===== src/rtl/zx_cfg_pkg.sv =====
// extended config register indices, reset value
// and bit positions of the control registers

package zx_cfg_pkg;

	// high address byte of a xxBF write picks the byte
	typedef enum logic [7:0] {
		XBORDER   = 8'h00,
		ROMCONFIG = 8'h02,
		VPAGE     = 8'h03,
		PAGE00    = 8'h04,
		PAGE01    = 8'h05,
		PAGE10    = 8'h06,
		PAGE11    = 8'h07,
		VCONFIG   = 8'h08,
		CPUCONFIG = 8'h10
	} ext_reg_e;

	// xxBF control byte
	localparam int CFG_SHADOW_BIT = 0;
	localparam int CFG_ROMRW_BIT  = 1;
	localparam int CFG_FNTW_BIT   = 2;
	localparam int CFG_NMI_BIT    = 3;

	// paging bits
	localparam int P7FFD_LOCK_BIT    = 5; // 48k lock
	localparam int PEFF7_BLOCK1M_BIT = 2; // 1M mode off

	localparam logic [7:0] EXT_RESET = 8'h00;

endpackage


===== src/rtl/zx_port_pkg.sv =====
// port address map, decoded port selections
// and Z80 bus read constants

package zx_port_pkg;

	// low address byte of each kept port
	localparam logic [7:0] PORT_FE    = 8'hFE;
	localparam logic [7:0] PORT_F6    = 8'hF6; // border alias
	localparam logic [7:0] PORT_FD    = 8'hFD; // 7FFD paging
	localparam logic [7:0] PORT_F7    = 8'hF7; // EFF7 paging
	localparam logic [7:0] PORT_BF    = 8'hBF;
	localparam logic [7:0] PORT_BE    = 8'hBE;
	localparam logic [7:0] PORT_KJOY  = 8'h1F;
	localparam logic [7:0] PORT_MOUSE = 8'hDF;

	// one decoded access at a time
	typedef enum logic [3:0] {
		SEL_NONE,
		SEL_FE,
		SEL_7FFD,
		SEL_EFF7,
		SEL_BF,
		SEL_BE,
		SEL_KJOY,
		SEL_MOUSE
	} port_sel_e;

	// a[11:8] index for xxBE readback
	localparam logic [3:0] BE_IDX_7FFD = 4'hA;
	localparam logic [3:0] BE_IDX_EFF7 = 4'hB;

	localparam logic [7:0] IDLE_READ = 8'hFF; // pulled-up bus

endpackage

===== src/rtl/zx_ports.sv =====
// I/O port block top, strobes, decode, paging,
// config registers and read mux

`timescale 1ns/1ps

module zx_ports
	import zx_port_pkg::*;
(
	input  logic        zclk,
	input  logic        rst_n,
	input  logic [15:0] a,
	input  logic [7:0]  din,
	input  logic        iorq_n,
	input  logic        rd_n,
	input  logic        wr_n,
	input  logic        dos,
	input  logic [4:0]  keys,
	input  logic        tape_in,
	input  logic [4:0]  kjoy,
	input  logic [7:0]  mouse,
	input  logic [1:0]  rom_sel,
	output logic [7:0]  dout,
	output logic        dataout,
	output logic        porthit,
	output logic [7:0]  border,
	output logic [7:0]  p7ffd,
	output logic [7:0]  peff7,
	output logic [5:0]  pent1m_page,
	output logic        pent1m_rom,
	output logic        pent1m_1m_on,
	output logic        pent1m_ram0_0,
	output logic        shadow_en,
	output logic        rom_we,
	output logic        font_we,
	output logic        set_nmi,
	output logic        clr_nmi,
	output logic [7:0]  romconfig,
	output logic [7:0]  vpage,
	output logic [7:0]  page00,
	output logic [7:0]  page01,
	output logic [7:0]  page10,
	output logic [7:0]  page11,
	output logic [7:0]  vconfig,
	output logic [7:0]  cpuconfig
);

	logic       port_wr, port_rd;
	logic       shadow;
	port_sel_e  port_sel;
	logic [7:0] p7ffd_raw, peff7_raw;

	z80_io_strobe u_strobe (
		.zclk    (zclk),
		.rst_n   (rst_n),
		.iorq_n  (iorq_n),
		.rd_n    (rd_n),
		.wr_n    (wr_n),
		.port_wr (port_wr),
		.port_rd (port_rd)
	);

	port_decoder u_decode (
		.a        (a),
		.shadow   (shadow),
		.port_sel (port_sel),
		.porthit  (porthit)
	);

	mem_pager u_pager (
		.zclk          (zclk),
		.rst_n         (rst_n),
		.port_wr       (port_wr),
		.port_sel      (port_sel),
		.din           (din),
		.rom_sel       (rom_sel),
		.p7ffd         (p7ffd),
		.peff7         (peff7),
		.p7ffd_raw     (p7ffd_raw),
		.peff7_raw     (peff7_raw),
		.pent1m_page   (pent1m_page),
		.pent1m_rom    (pent1m_rom),
		.pent1m_1m_on  (pent1m_1m_on),
		.pent1m_ram0_0 (pent1m_ram0_0)
	);

	ext_config u_cfg (
		.zclk      (zclk),
		.rst_n     (rst_n),
		.port_wr   (port_wr),
		.port_sel  (port_sel),
		.a_hi      (a[15:8]),
		.din       (din),
		.dos       (dos),
		.shadow    (shadow),
		.shadow_en (shadow_en),
		.rom_we    (rom_we),
		.font_we   (font_we),
		.set_nmi   (set_nmi),
		.clr_nmi   (clr_nmi),
		.border    (border),
		.romconfig (romconfig),
		.vpage     (vpage),
		.page00    (page00),
		.page01    (page01),
		.page10    (page10),
		.page11    (page11),
		.vconfig   (vconfig),
		.cpuconfig (cpuconfig)
	);

	port_read_mux u_rdmux (
		.port_sel  (port_sel),
		.porthit   (porthit),
		.a_hi_idx  (a[11:8]),
		.iorq_n    (iorq_n),
		.rd_n      (rd_n),
		.keys      (keys),
		.tape_in   (tape_in),
		.kjoy      (kjoy),
		.mouse     (mouse),
		.shadow_en (shadow_en),
		.rom_we    (rom_we),
		.font_we   (font_we),
		.set_nmi   (set_nmi),
		.p7ffd_raw (p7ffd_raw),
		.peff7_raw (peff7_raw),
		.dout      (dout),
		.dataout   (dataout)
	);

	// read pulse lands while the Z80 still holds the read, so dout is on the bus
	a_rd_in_cycle: assert property (@(posedge zclk) disable iff (!rst_n)
		port_rd |-> (!iorq_n && !rd_n));

endmodule


===== src/rtl/port_read_mux.sv =====
// Z80 read data select and data bus drive enable

`timescale 1ns/1ps

module port_read_mux
	import zx_port_pkg::*;
(
	input  port_sel_e  port_sel,
	input  logic       porthit,
	input  logic [3:0] a_hi_idx,
	input  logic       iorq_n,
	input  logic       rd_n,
	input  logic [4:0] keys,
	input  logic       tape_in,
	input  logic [4:0] kjoy,
	input  logic [7:0] mouse,
	input  logic       shadow_en,
	input  logic       rom_we,
	input  logic       font_we,
	input  logic       set_nmi,
	input  logic [7:0] p7ffd_raw,
	input  logic [7:0] peff7_raw,
	output logic [7:0] dout,
	output logic       dataout
);

	logic [7:0] be_byte;

	// xxBE readback by a[11:8]
	always_comb
	begin
		if (a_hi_idx == BE_IDX_7FFD)
			be_byte = p7ffd_raw;
		else if (a_hi_idx == BE_IDX_EFF7)
			be_byte = peff7_raw;
		else
			be_byte = IDLE_READ;
	end

	always_comb
	begin
		case (port_sel)
			SEL_FE:    dout = {1'b1, tape_in, 1'b0, keys};
			SEL_KJOY:  dout = {3'b000, kjoy};
			SEL_MOUSE: dout = mouse;
			SEL_BF:    dout = {4'b0000, set_nmi, font_we, rom_we, shadow_en};
			SEL_BE:    dout = be_byte;
			default:   dout = IDLE_READ; // write-only or unmapped
		endcase
	end

	assign dataout = porthit & ~iorq_n & ~rd_n;

endmodule


===== src/rtl/ext_config.sv =====
// xxBF control bits, extended config bytes,
// border register and NMI clear strobe

`timescale 1ns/1ps

module ext_config
	import zx_port_pkg::*;
	import zx_cfg_pkg::*;
(
	input  logic       zclk,
	input  logic       rst_n,
	input  logic       port_wr,
	input  port_sel_e  port_sel,
	input  logic [7:0] a_hi,
	input  logic [7:0] din,
	input  logic       dos,
	output logic       shadow,
	output logic       shadow_en,
	output logic       rom_we,
	output logic       font_we,
	output logic       set_nmi,
	output logic       clr_nmi,
	output logic [7:0] border,
	output logic [7:0] romconfig,
	output logic [7:0] vpage,
	output logic [7:0] page00,
	output logic [7:0] page01,
	output logic [7:0] page10,
	output logic [7:0] page11,
	output logic [7:0] vconfig,
	output logic [7:0] cpuconfig
);

	logic     bf_wr, fe_wr;
	ext_reg_e reg_idx;

	assign bf_wr   = port_wr && (port_sel == SEL_BF);
	assign fe_wr   = port_wr && (port_sel == SEL_FE);
	assign reg_idx = ext_reg_e'(a_hi);

	// control bits from the low nibble
	always_ff @(posedge zclk or negedge rst_n)
	begin
		if (!rst_n)
		begin
			shadow_en <= 1'b0;
			rom_we    <= 1'b0;
			font_we   <= 1'b0;
			set_nmi   <= 1'b0;
		end
		else if (bf_wr)
		begin
			shadow_en <= din[CFG_SHADOW_BIT];
			rom_we    <= din[CFG_ROMRW_BIT];
			font_we   <= din[CFG_FNTW_BIT];
			set_nmi   <= din[CFG_NMI_BIT];
		end
	end

	//////////////////////////////////////////////////
	// extended config bytes, indexed by a[15:8]
	always_ff @(posedge zclk or negedge rst_n)
	begin
		if (!rst_n)
		begin
			romconfig <= EXT_RESET;
			vpage     <= EXT_RESET;
			page00    <= EXT_RESET;
			page01    <= EXT_RESET;
			page10    <= EXT_RESET;
			page11    <= EXT_RESET;
			vconfig   <= EXT_RESET;
			cpuconfig <= EXT_RESET;
		end
		else if (bf_wr)
		begin
			case (reg_idx)
				ROMCONFIG: romconfig <= din;
				VPAGE:     vpage     <= din;
				PAGE00:    page00    <= din;
				PAGE01:    page01    <= din;
				PAGE10:    page10    <= din;
				PAGE11:    page11    <= din;
				VCONFIG:   vconfig   <= din;
				CPUCONFIG: cpuconfig <= din;
				default:   ; // unmapped index, border handled below
			endcase
		end
	end

	// FE gives the 3-bit spectrum colour, XBORDER the full byte
	always_ff @(posedge zclk or negedge rst_n)
	begin
		if (!rst_n)
			border <= EXT_RESET;
		else if (fe_wr)
			border <= {din[1], 1'b0, din[2], 1'b0, din[0], 3'b000};
		else if (bf_wr && (reg_idx == XBORDER))
			border <= din;
	end

	assign clr_nmi = port_wr && (port_sel == SEL_BE); // nmi handler exit
	assign shadow  = dos | shadow_en;

endmodule


===== src/rtl/mem_pager.sv =====
// 7FFD and EFF7 paging registers, 7FFD lock,
// boot rom bit and 1M paging outputs

`timescale 1ns/1ps

module mem_pager
	import zx_port_pkg::*;
	import zx_cfg_pkg::*;
(
	input  logic       zclk,
	input  logic       rst_n,
	input  logic       port_wr,
	input  port_sel_e  port_sel,
	input  logic [7:0] din,
	input  logic [1:0] rom_sel,
	output logic [7:0] p7ffd,
	output logic [7:0] peff7,
	output logic [7:0] p7ffd_raw,
	output logic [7:0] peff7_raw,
	output logic [5:0] pent1m_page,
	output logic       pent1m_rom,
	output logic       pent1m_1m_on,
	output logic       pent1m_ram0_0
);

	logic [7:0] p7ffd_q, peff7_q;
	logic       rom_bit;
	logic [1:0] rst_sync; // high while reset settles
	logic       block1m, lock, wr_7ffd, wr_eff7;

	assign block1m = peff7_q[PEFF7_BLOCK1M_BIT];
	assign lock    = p7ffd_q[P7FFD_LOCK_BIT] & block1m;
	assign wr_7ffd = port_wr && (port_sel == SEL_7FFD) && !lock;
	assign wr_eff7 = port_wr && (port_sel == SEL_EFF7);

	always_ff @(posedge zclk or negedge rst_n)
	begin
		if (!rst_n)
		begin
			p7ffd_q  <= 8'h00;
			peff7_q  <= 8'h00;
			rst_sync <= 2'b11;
		end
		else
		begin
			rst_sync <= {rst_sync[0], 1'b0};
			if (wr_7ffd)
				p7ffd_q <= din;
			if (wr_eff7)
				peff7_q <= din;
		end
	end

	// boot rom from rom_sel[0] until reset is synced
	always_ff @(posedge zclk)
	begin
		if (rst_sync[1])
			rom_bit <= rom_sel[0];
		else if (wr_7ffd)
			rom_bit <= din[4];
	end

	//////////////////////////////////////////////////
	// paging outputs
	assign p7ffd = {(block1m ? 3'b000 : p7ffd_q[7:5]), rom_bit, p7ffd_q[3:0]};
	assign peff7 = block1m ? {peff7_q[7], 1'b0, peff7_q[5:4], 3'b000, peff7_q[0]}
		: peff7_q;

	assign p7ffd_raw     = p7ffd_q;
	assign peff7_raw     = peff7_q;
	assign pent1m_page   = {p7ffd_q[7:5], p7ffd_q[2:0]}; // full 1M page
	assign pent1m_rom    = p7ffd_q[4];
	assign pent1m_1m_on  = ~block1m;
	assign pent1m_ram0_0 = peff7_q[3];

	// a locked 7FFD keeps its whole value, rom bit included, through the write
	a_7ffd_lock: assert property (@(posedge zclk) disable iff (!rst_n)
		(port_wr && (port_sel == SEL_7FFD) && p7ffd_raw[P7FFD_LOCK_BIT]
			&& peff7_raw[PEFF7_BLOCK1M_BIT]) |=> $stable(p7ffd));

endmodule


===== src/rtl/port_decoder.sv =====
// low address byte decode into a port selection and porthit

`timescale 1ns/1ps

module port_decoder
	import zx_port_pkg::*;
(
	input  logic [15:0] a,
	input  logic        shadow,
	output port_sel_e   port_sel,
	output logic        porthit
);

	logic [7:0] loa;

	assign loa = a[7:0];

	always_comb
	begin
		port_sel = SEL_NONE;
		case (loa)
			PORT_FE, PORT_F6:
				port_sel = SEL_FE;
			PORT_FD:
				if (!a[15])
					port_sel = SEL_7FFD;
			// EFF7 only, and hidden while in shadow mode
			PORT_F7:
				if (a[8] && !a[12] && !shadow)
					port_sel = SEL_EFF7;
			PORT_BF:
				port_sel = SEL_BF;
			PORT_BE:
				port_sel = SEL_BE;
			PORT_KJOY:
				if (!shadow) // 1F is a disk port under dos
					port_sel = SEL_KJOY;
			PORT_MOUSE:
				port_sel = SEL_MOUSE;
			default:
				port_sel = SEL_NONE;
		endcase
	end

	assign porthit = (port_sel != SEL_NONE);

endmodule


===== src/rtl/z80_io_strobe.sv =====
// Z80 I/O cycle edge detect, one-cycle read and write pulses

`timescale 1ns/1ps

module z80_io_strobe (
	input  logic zclk,
	input  logic rst_n,
	input  logic iorq_n,
	input  logic rd_n,
	input  logic wr_n,
	output logic port_wr,
	output logic port_rd
);

	logic wr_act, rd_act;
	logic wr_act_q, rd_act_q; // level seen at previous edge

	assign wr_act = ~(iorq_n | wr_n);
	assign rd_act = ~(iorq_n | rd_n);

	always_ff @(posedge zclk or negedge rst_n)
	begin
		if (!rst_n)
		begin
			wr_act_q <= 1'b0;
			rd_act_q <= 1'b0;
			port_wr  <= 1'b0;
			port_rd  <= 1'b0;
		end
		else
		begin
			wr_act_q <= wr_act;
			rd_act_q <= rd_act;
			port_wr  <= wr_act & ~wr_act_q; // rising edge of activity
			port_rd  <= rd_act & ~rd_act_q;
		end
	end

	//////////////////////////////////////////////////
	// a cycle is either read or write, never both
	a_wr_rd_excl: assert property (@(posedge zclk) disable iff (!rst_n)
		!(port_wr && port_rd));

	// no back-to-back pulses, the Z80 holds every cycle for several clocks
	a_pulse_gap: assert property (@(posedge zclk) disable iff (!rst_n)
		(port_wr || port_rd) |=> !(port_wr || port_rd));

endmodule


===== config.mk =====
export PLATFORM = sky130hd
export DESIGN_NAME = zx_ports
export DESIGN_NICKNAME = d
export VERILOG_FILES = /design/src/rtl/zx_cfg_pkg.sv /design/src/rtl/zx_port_pkg.sv /design/src/rtl/zx_ports.sv /design/src/rtl/port_read_mux.sv /design/src/rtl/ext_config.sv /design/src/rtl/mem_pager.sv /design/src/rtl/port_decoder.sv /design/src/rtl/z80_io_strobe.sv
export SDC_FILE = /design/constraint.sdc
export NUM_CORES = 1
export LEC_CHECK = 0
export BUFFER_PORTS_ARGS = -buffer_cell sky130_fd_sc_hd__buf_4
export CAP_MARGIN = 30
export CORE_AREA = 5 5 71 138
export DETAILED_ROUTE_END_ITERATION = 6
export DIE_AREA = 0 0 76 143
export PLACE_DENSITY = 0.83
export SYNTH_ARGS = -nofsm -noshare
export SYNTH_HDL_FRONTEND = slang
export SYNTH_SLANG_ARGS = --single-unit

===== constraint.sdc =====
create_clock -name zclk -period 3.7 [get_ports zclk]
set_input_delay 0.555 -clock zclk [delete_from_list [all_inputs] [get_ports zclk]]
set_output_delay 0.555 -clock zclk [all_outputs]
set_load 0.03 [all_outputs]

# --- Word level (Yosys, flattened, before mapping) ---
# Cells that the tools add are included.
classes:
  shift: 0
  n_reduce_logical: 25
  div: 0
  addsub: 0
  mul: 0
  eq_ne: 25
  n_lt_le_gt_ge: 0
  bitwise: 11
  muxes: 13
op_table:
  columns: ["op", "count"]
  rows:
  - ["$eq 8x8->1 const B", 7]
  - ["$pmux 8 s5", 1]
  - ["$eq 8x3->1 const B", 4]
  - ["$mux 8", 4]
  - ["$pmux 4 s7", 1]
  - ["$eq 4x3->1 const B", 4]
  - ["$eq 8x2->1 const B", 2]
  - ["$eq 8x5->1 const B", 2]
  - ["$reduce_and 2->1", 8]
  - ["$logic_and 1x1->1", 9]
  - ["$eq 4x2->1 const B", 2]
  - ["$eq 4x4->1 const B", 2]
  - ["$eq 8x4->1 const B", 1]
  - ["$logic_not 8->1", 1]
  - ["$mux 7", 1]
  - ["$mux 3", 2]
  - ["$not 1->1", 5]
  - ["$and 1x1->1", 4]
  - ["$eq 4x1->1 const B", 1]
  - ["$mux 2", 2]
  - ["$reduce_bool 2->1", 2]
  - ["$reduce_bool 4->1", 1]
  - ["$logic_not 1->1", 3]
  - ["$mux 1", 2]
  - ["2 further kinds", 3]
word_totals:
  latchBits: 0
  inputBits: 51
  ram_bits: 0
  out_inout_bits: 112
  romBits: 0
  mem_count: 0
  ff_bits: 97

# --- Logic depth before layout (Yosys ltp) ---
logic_depth:
  word_depth: 10
  ltp_mapped: 7
  mapped_depth_nobuf: 5

# --- Hierarchy ---
# A second synthesis with hierarchy kept.
hier_totals:
  cells_unflattened: 379
  hier_area_um2: 4809.6
modules_own_cells:
  columns: ["mod", "n_inst", "area_per_inst_um2", "cells_per_inst"]
  rows:
  - ["ext_config", 1, 3179.3, 211]
  - ["mem_pager", 1, 892.1, 67]
  - ["port_read_mux", 1, 476.7, 71]
  - ["port_decoder", 1, 138.9, 22]
  - ["z80_io_strobe", 1, 122.6, 8]

# --- Worst setup path after synthesis ---
# No wires, ideal clock.
synth_path:
  kind: "input to output"
  startpoint: "input port a[7]"
  endpoint: "output port dataout"
  path_buffers: 0
  setup_slack_ps: 480
  arrival_ps: 2665
  stages: 5
  path_cell_list: "or4_1 > a211oi_2 > nor2_1 > nand3_1 > nor3b_1"
synth_between:
  elab_chain_cells: 6
  elab_cells_between_ends: 13
  classes_between: "8 x eq/ne; 1 x mux; 2 x bitwise; 2 x reduce/logical"
synth_rtl:
  columns: ["item", "line_no", "text"]
  rows:
  - ["start: declaration", "zx_ports.sv:11", "input logic [15:0] a,"]
  - ["$eq 8x8->1", "port_decoder.sv:21", "case (loa)"]
  - ["$reduce_or 2->1", "port_decoder.sv:21", null]
  - ["$pmux 4 s7 *", "port_decoder.sv:21", null]
  - ["$reduce_bool 4->1 *", "port_decoder.sv:45", "assign porthit = (port_sel != SEL_NONE);"]
  - ["named net porthit", "zx_ports.sv:24", "output logic porthit,"]
  - ["$and 1x1->1 * (2 in series)", "port_read_mux.sv:52", "assign dataout = porthit & ~iorq_n & ~rd_n;"]
  - ["end: declaration", "zx_ports.sv:23", "output logic dataout,"]
# The timed path passes the listed nets; every way through them passes the cells marked *.

# --- Final worst setup path ---
layout_path:
  startpoint: "input port a[7]"
  endpoint: "output port dataout"
layout_between:
  elab_chain_cells: 6
  elab_cells_between_ends: 13
  classes_between: "8 x eq/ne; 1 x mux; 2 x bitwise; 2 x reduce/logical"
layout_rtl:
  columns: ["item", "line_no"]
  rows:
  - ["$eq 8x8->1", "port_decoder.sv:21"]
  - ["$reduce_or 2->1", "port_decoder.sv:21"]
  - ["$pmux 4 s7 *", "port_decoder.sv:21"]
  - ["$reduce_bool 4->1 *", "port_decoder.sv:45"]
  - ["$and 1x1->1 * (2 in series)", "port_read_mux.sv:52"]
# Mark *: on every way between the ends. The rest lies on a longest branch, timed or not.

==> impl_metrics.tcl <==
set metrics [dict create \
    synthTopCellsByArea "dfrtp_1, mux2_2, buf_4" \
    power_switching_uw 472 \
    grt_pass1_wl_um 19900 \
    port_buffers 160 \
    sw_frac_of_total 0.218 \
    yosys.area.top_type "dfrtp_1" \
    setup_tns_ps 0 \
    die_h_um 143 \
    cts.sinks 97 \
    clock_tree.buffer_depth 2 \
    rows 48 \
    postSynthCellCount 345 \
    n_antenna_cell 0 \
    path_clk_slew_ps 60 \
    cts_tree "done" \
    grt_max_degree 34 \
    p_leak_nw 3.16 \
    synthAdderAreaFrac 0 \
    avgSynthCellArea_um2 12.9 \
    hp-class "input port to asynchronous set/reset pin" \
    yosys.area_share.simple 0.121 \
    worstPathMaxFanout 9 \
    numCtsBuffers 9 \
    antenna_left 0 \
    outcome "finished, final reports clean" \
    synth_mux_area_frac 0.246 \
    drt_first_pass_iters 5 \
    initialDrtViolationCount 166 \
    place_area_um2 5660 \
    num_vias 3381 \
    max_cap_viol_count 0 \
    min_period_ps 2970 \
    cts_root_buffer "clkbuf_16" \
    initial_core_util 0.519 \
    synth-xor-area-share 0 \
    finalPower_mw 2.16 \
    hold_ws_ps 148 \
    setup-violations-final 0 \
    htreeDepth 3 \
    fin_crit_sh 0.803 \
    synth_cell_types 48 \
    worstSkewPairLatency_ps 330 \
    crit_path_end_kind "primary output" \
    cp_data_required_time_ps 3140 \
    hold_violations 0 \
    synth_seq_cells 97 \
    final_nets 545 \
    pwr-share-clk 0.432 \
    finalInstanceArea_um2 5970 \
    synth_top_area_frac 0.528 \
    synthFlopType "dfrtp_1" \
    skew_ps 3.61 \
    wl_um 12500 \
    synth-async-reset-ratio 0.990 \
    critPathKind "input port to primary output" \
    vdd_drop_max_v 0.000386 \
    fp.dieW_um 76 \
    drive_gt1_frac 0.567 \
    synth_compound_area_frac 0.0520 \
    synth_edf_count 1 \
    grt_pass1_vias 3617 \
    relSlewSlack 0.470 \
    post-cts-setup-buffer-count 0 \
    yosysWarningCount 0 \
    cp-start-kind "input port" \
    hold_buffers 0 \
    grt_overflow_total 0 \
    globalplace.congestion 0.935 \
    via_per_inst 5.64 \
    ioPinCount 163 \
    comb_power_share 0.071 \
    arrival_ps 2420 \
    cts_resized 0 \
    antenna_found_initial 0 \
    wl_per_cell_um 20.8 \
    fmax_mhz 336 \
    intPower_mw 1.69 \
    ys_seq_area_frac 0.547 \
    core-area_um2 8590 \
    die_area_um2 10900 \
    slew_viol_final 0 \
    hpwl_um 9580 \
    rsz0062_at_grt "no" \
    area_delta_synth_final_pct 34.1 \
    drc 0 \
    synth_area_um2 4450 \
    grt_use_total 0.234 \
    tightest_slew_ps 790 \
    synth_top_family_by_area "multiplexers" \
    seqPwrFrac 0.497 \
    cellPowerDensity_nw_per_um2 362 \
]
-- state kept, by name, summed over array words and instances, names as in the netlist --
name,flops
u_cfg.border,8
u_cfg.cpuconfig,8
u_cfg.font_we,1
u_cfg.page00,8
u_cfg.page01,8
u_cfg.page10,8
u_cfg.page11,8
u_cfg.rom_we,1
u_cfg.romconfig,8
u_cfg.set_nmi,1
u_cfg.shadow_en,1
u_cfg.vconfig,8
u_cfg.vpage,8
u_pager.p7ffd_raw,8
u_pager.peff7_raw,8
u_pager.rom_bit,1
u_pager.rst_sync,2
u_strobe.port_wr,1
u_strobe.wr_act_q,1
-- cell type report --
class                   instances  area, um^2
fillers                       635        2620
flip-flops and latches         97        2430
multi-input cells             221        1870
repair buffers                163        1220
clock buffers                  12         256
well taps                     100         125
clock inverters                 4        51.3
inverters                       2        7.51
-- metal layers --
| layer | vias to the layer above | global-route usage | wire, um |
|---|---|---|---|
| met5 | - | 0 | 0 |
| met4 | 0 | 0.0976 | 352 |
| met3 | 27 | 0.0631 | 748 |
| met2 | 152 | 0.432 | 7090 |
| met1 | 1663 | 0.245 | 4270 |
| li1 | 1539 | - | - |
-- layout by cell type, fill, tap and decap left out, drive strengths merged, types with 2 or more instances in the layout --
cell	netlist	routed
and2	3	3
nand3	16	16
dfrtp	94	94
o21ai	14	14
nor3b	3	3
clkbuf	11	12
o311ai	4	4
and4	2	2
a211oi	2	2
nor2b	9	9
a21oi	4	4
a22oi	4	4
nand4	5	5
o31ai	2	2
nor3	4	4
dfstp	2	2
conb	1	2
nand2	15	15
inv	2	2
nor4	2	2
nor2	14	14
buf	15	163
mux2	92	92
clkinv	0	2
mux2i	6	6
nand2b	6	6
-- worst max-delay path: stages --
cell	delay (ps)
buf_4	120
or4_1	560
a211oi_2	390
nor2_1	210
nand3_1	180
nor3b_1	200
buf_4	190
-- power by group through the flow --
stage	Sequential [mW]	Clock (mW)	Combinational, mW
after floorplan	1.10	0	0.0516
after global placement	1.09	0	0.151
after detailed placement	1.09	0	0.155
after CTS	1.07	0.954	0.155
after global routing	1.07	1.01	0.167
final	1.08	0.934	0.155
-- through the flow --
| step | instances | utilization | worst slack, ps |
|---|---|---|---|
| 2_1_floorplan | 346 | - | 480 |
| 3_3_place_gp | 583 | 0.659 | 739 |
| 3_5_place_dp | 583 | 0.659 | 743 |
| 4_1_cts | 599 | 0.695 | 731 |
| 5_1_grt | 599 | 0.695 | 640 |
| 6_report | 599 | 0.695 | 727 |
-- worst paths after layout --
path	slack (ps)	cells after the start	end	startpoint
min	150	1	u_cfg.vpage[1]$_DFFE_PN0P_	rst_n
max in group asynchronous	2760	2	u_pager.rst_sync[0]$_DFF_PN1_	rst_n
min in group zclk	360	0	u_pager.rst_sync[1]$_DFF_PN1_	u_pager.rst_sync[0]$_DFF_PN1_
max reg2reg	1390	5	u_pager.p7ffd_raw[2]$_DFFE_PN0P_	u_cfg.shadow_en$_DFFE_PN0P_
max	730	7	dataout	a[7]
min reg2reg	360	0	u_pager.rst_sync[1]$_DFF_PN1_	u_pager.rst_sync[0]$_DFF_PN1_
-- cell families (layout without fill, tap and decap cells) --
family / Yosys count / after routing
AO/OA/AOI/OAI: 33 / 33
multiplexers: 98 / 98
buffers and inverters: 28 / 181
AND/OR/NAND/NOR: 88 / 88
flip-flops: 97 / 97
other: 1 / 2
-- Yosys cell counts, drive strengths merged, types with 2 or more instances --
cell,instances
and2,3
nor2,14
mux2i,6
nand3,16
buf,15
dfrtp,94
nor2b,9
clkbuf,11
a211oi,2
o311ai,4
dfstp,2
nor3b,3
mux2,92
nand2b,6
o31ai,2
inv,2
nor4,2
o21ai,14
nor3,4
a21oi,4
a22oi,4
nand4,5
nand2,15
and4,2
Power figures use the tool's default switching activity.
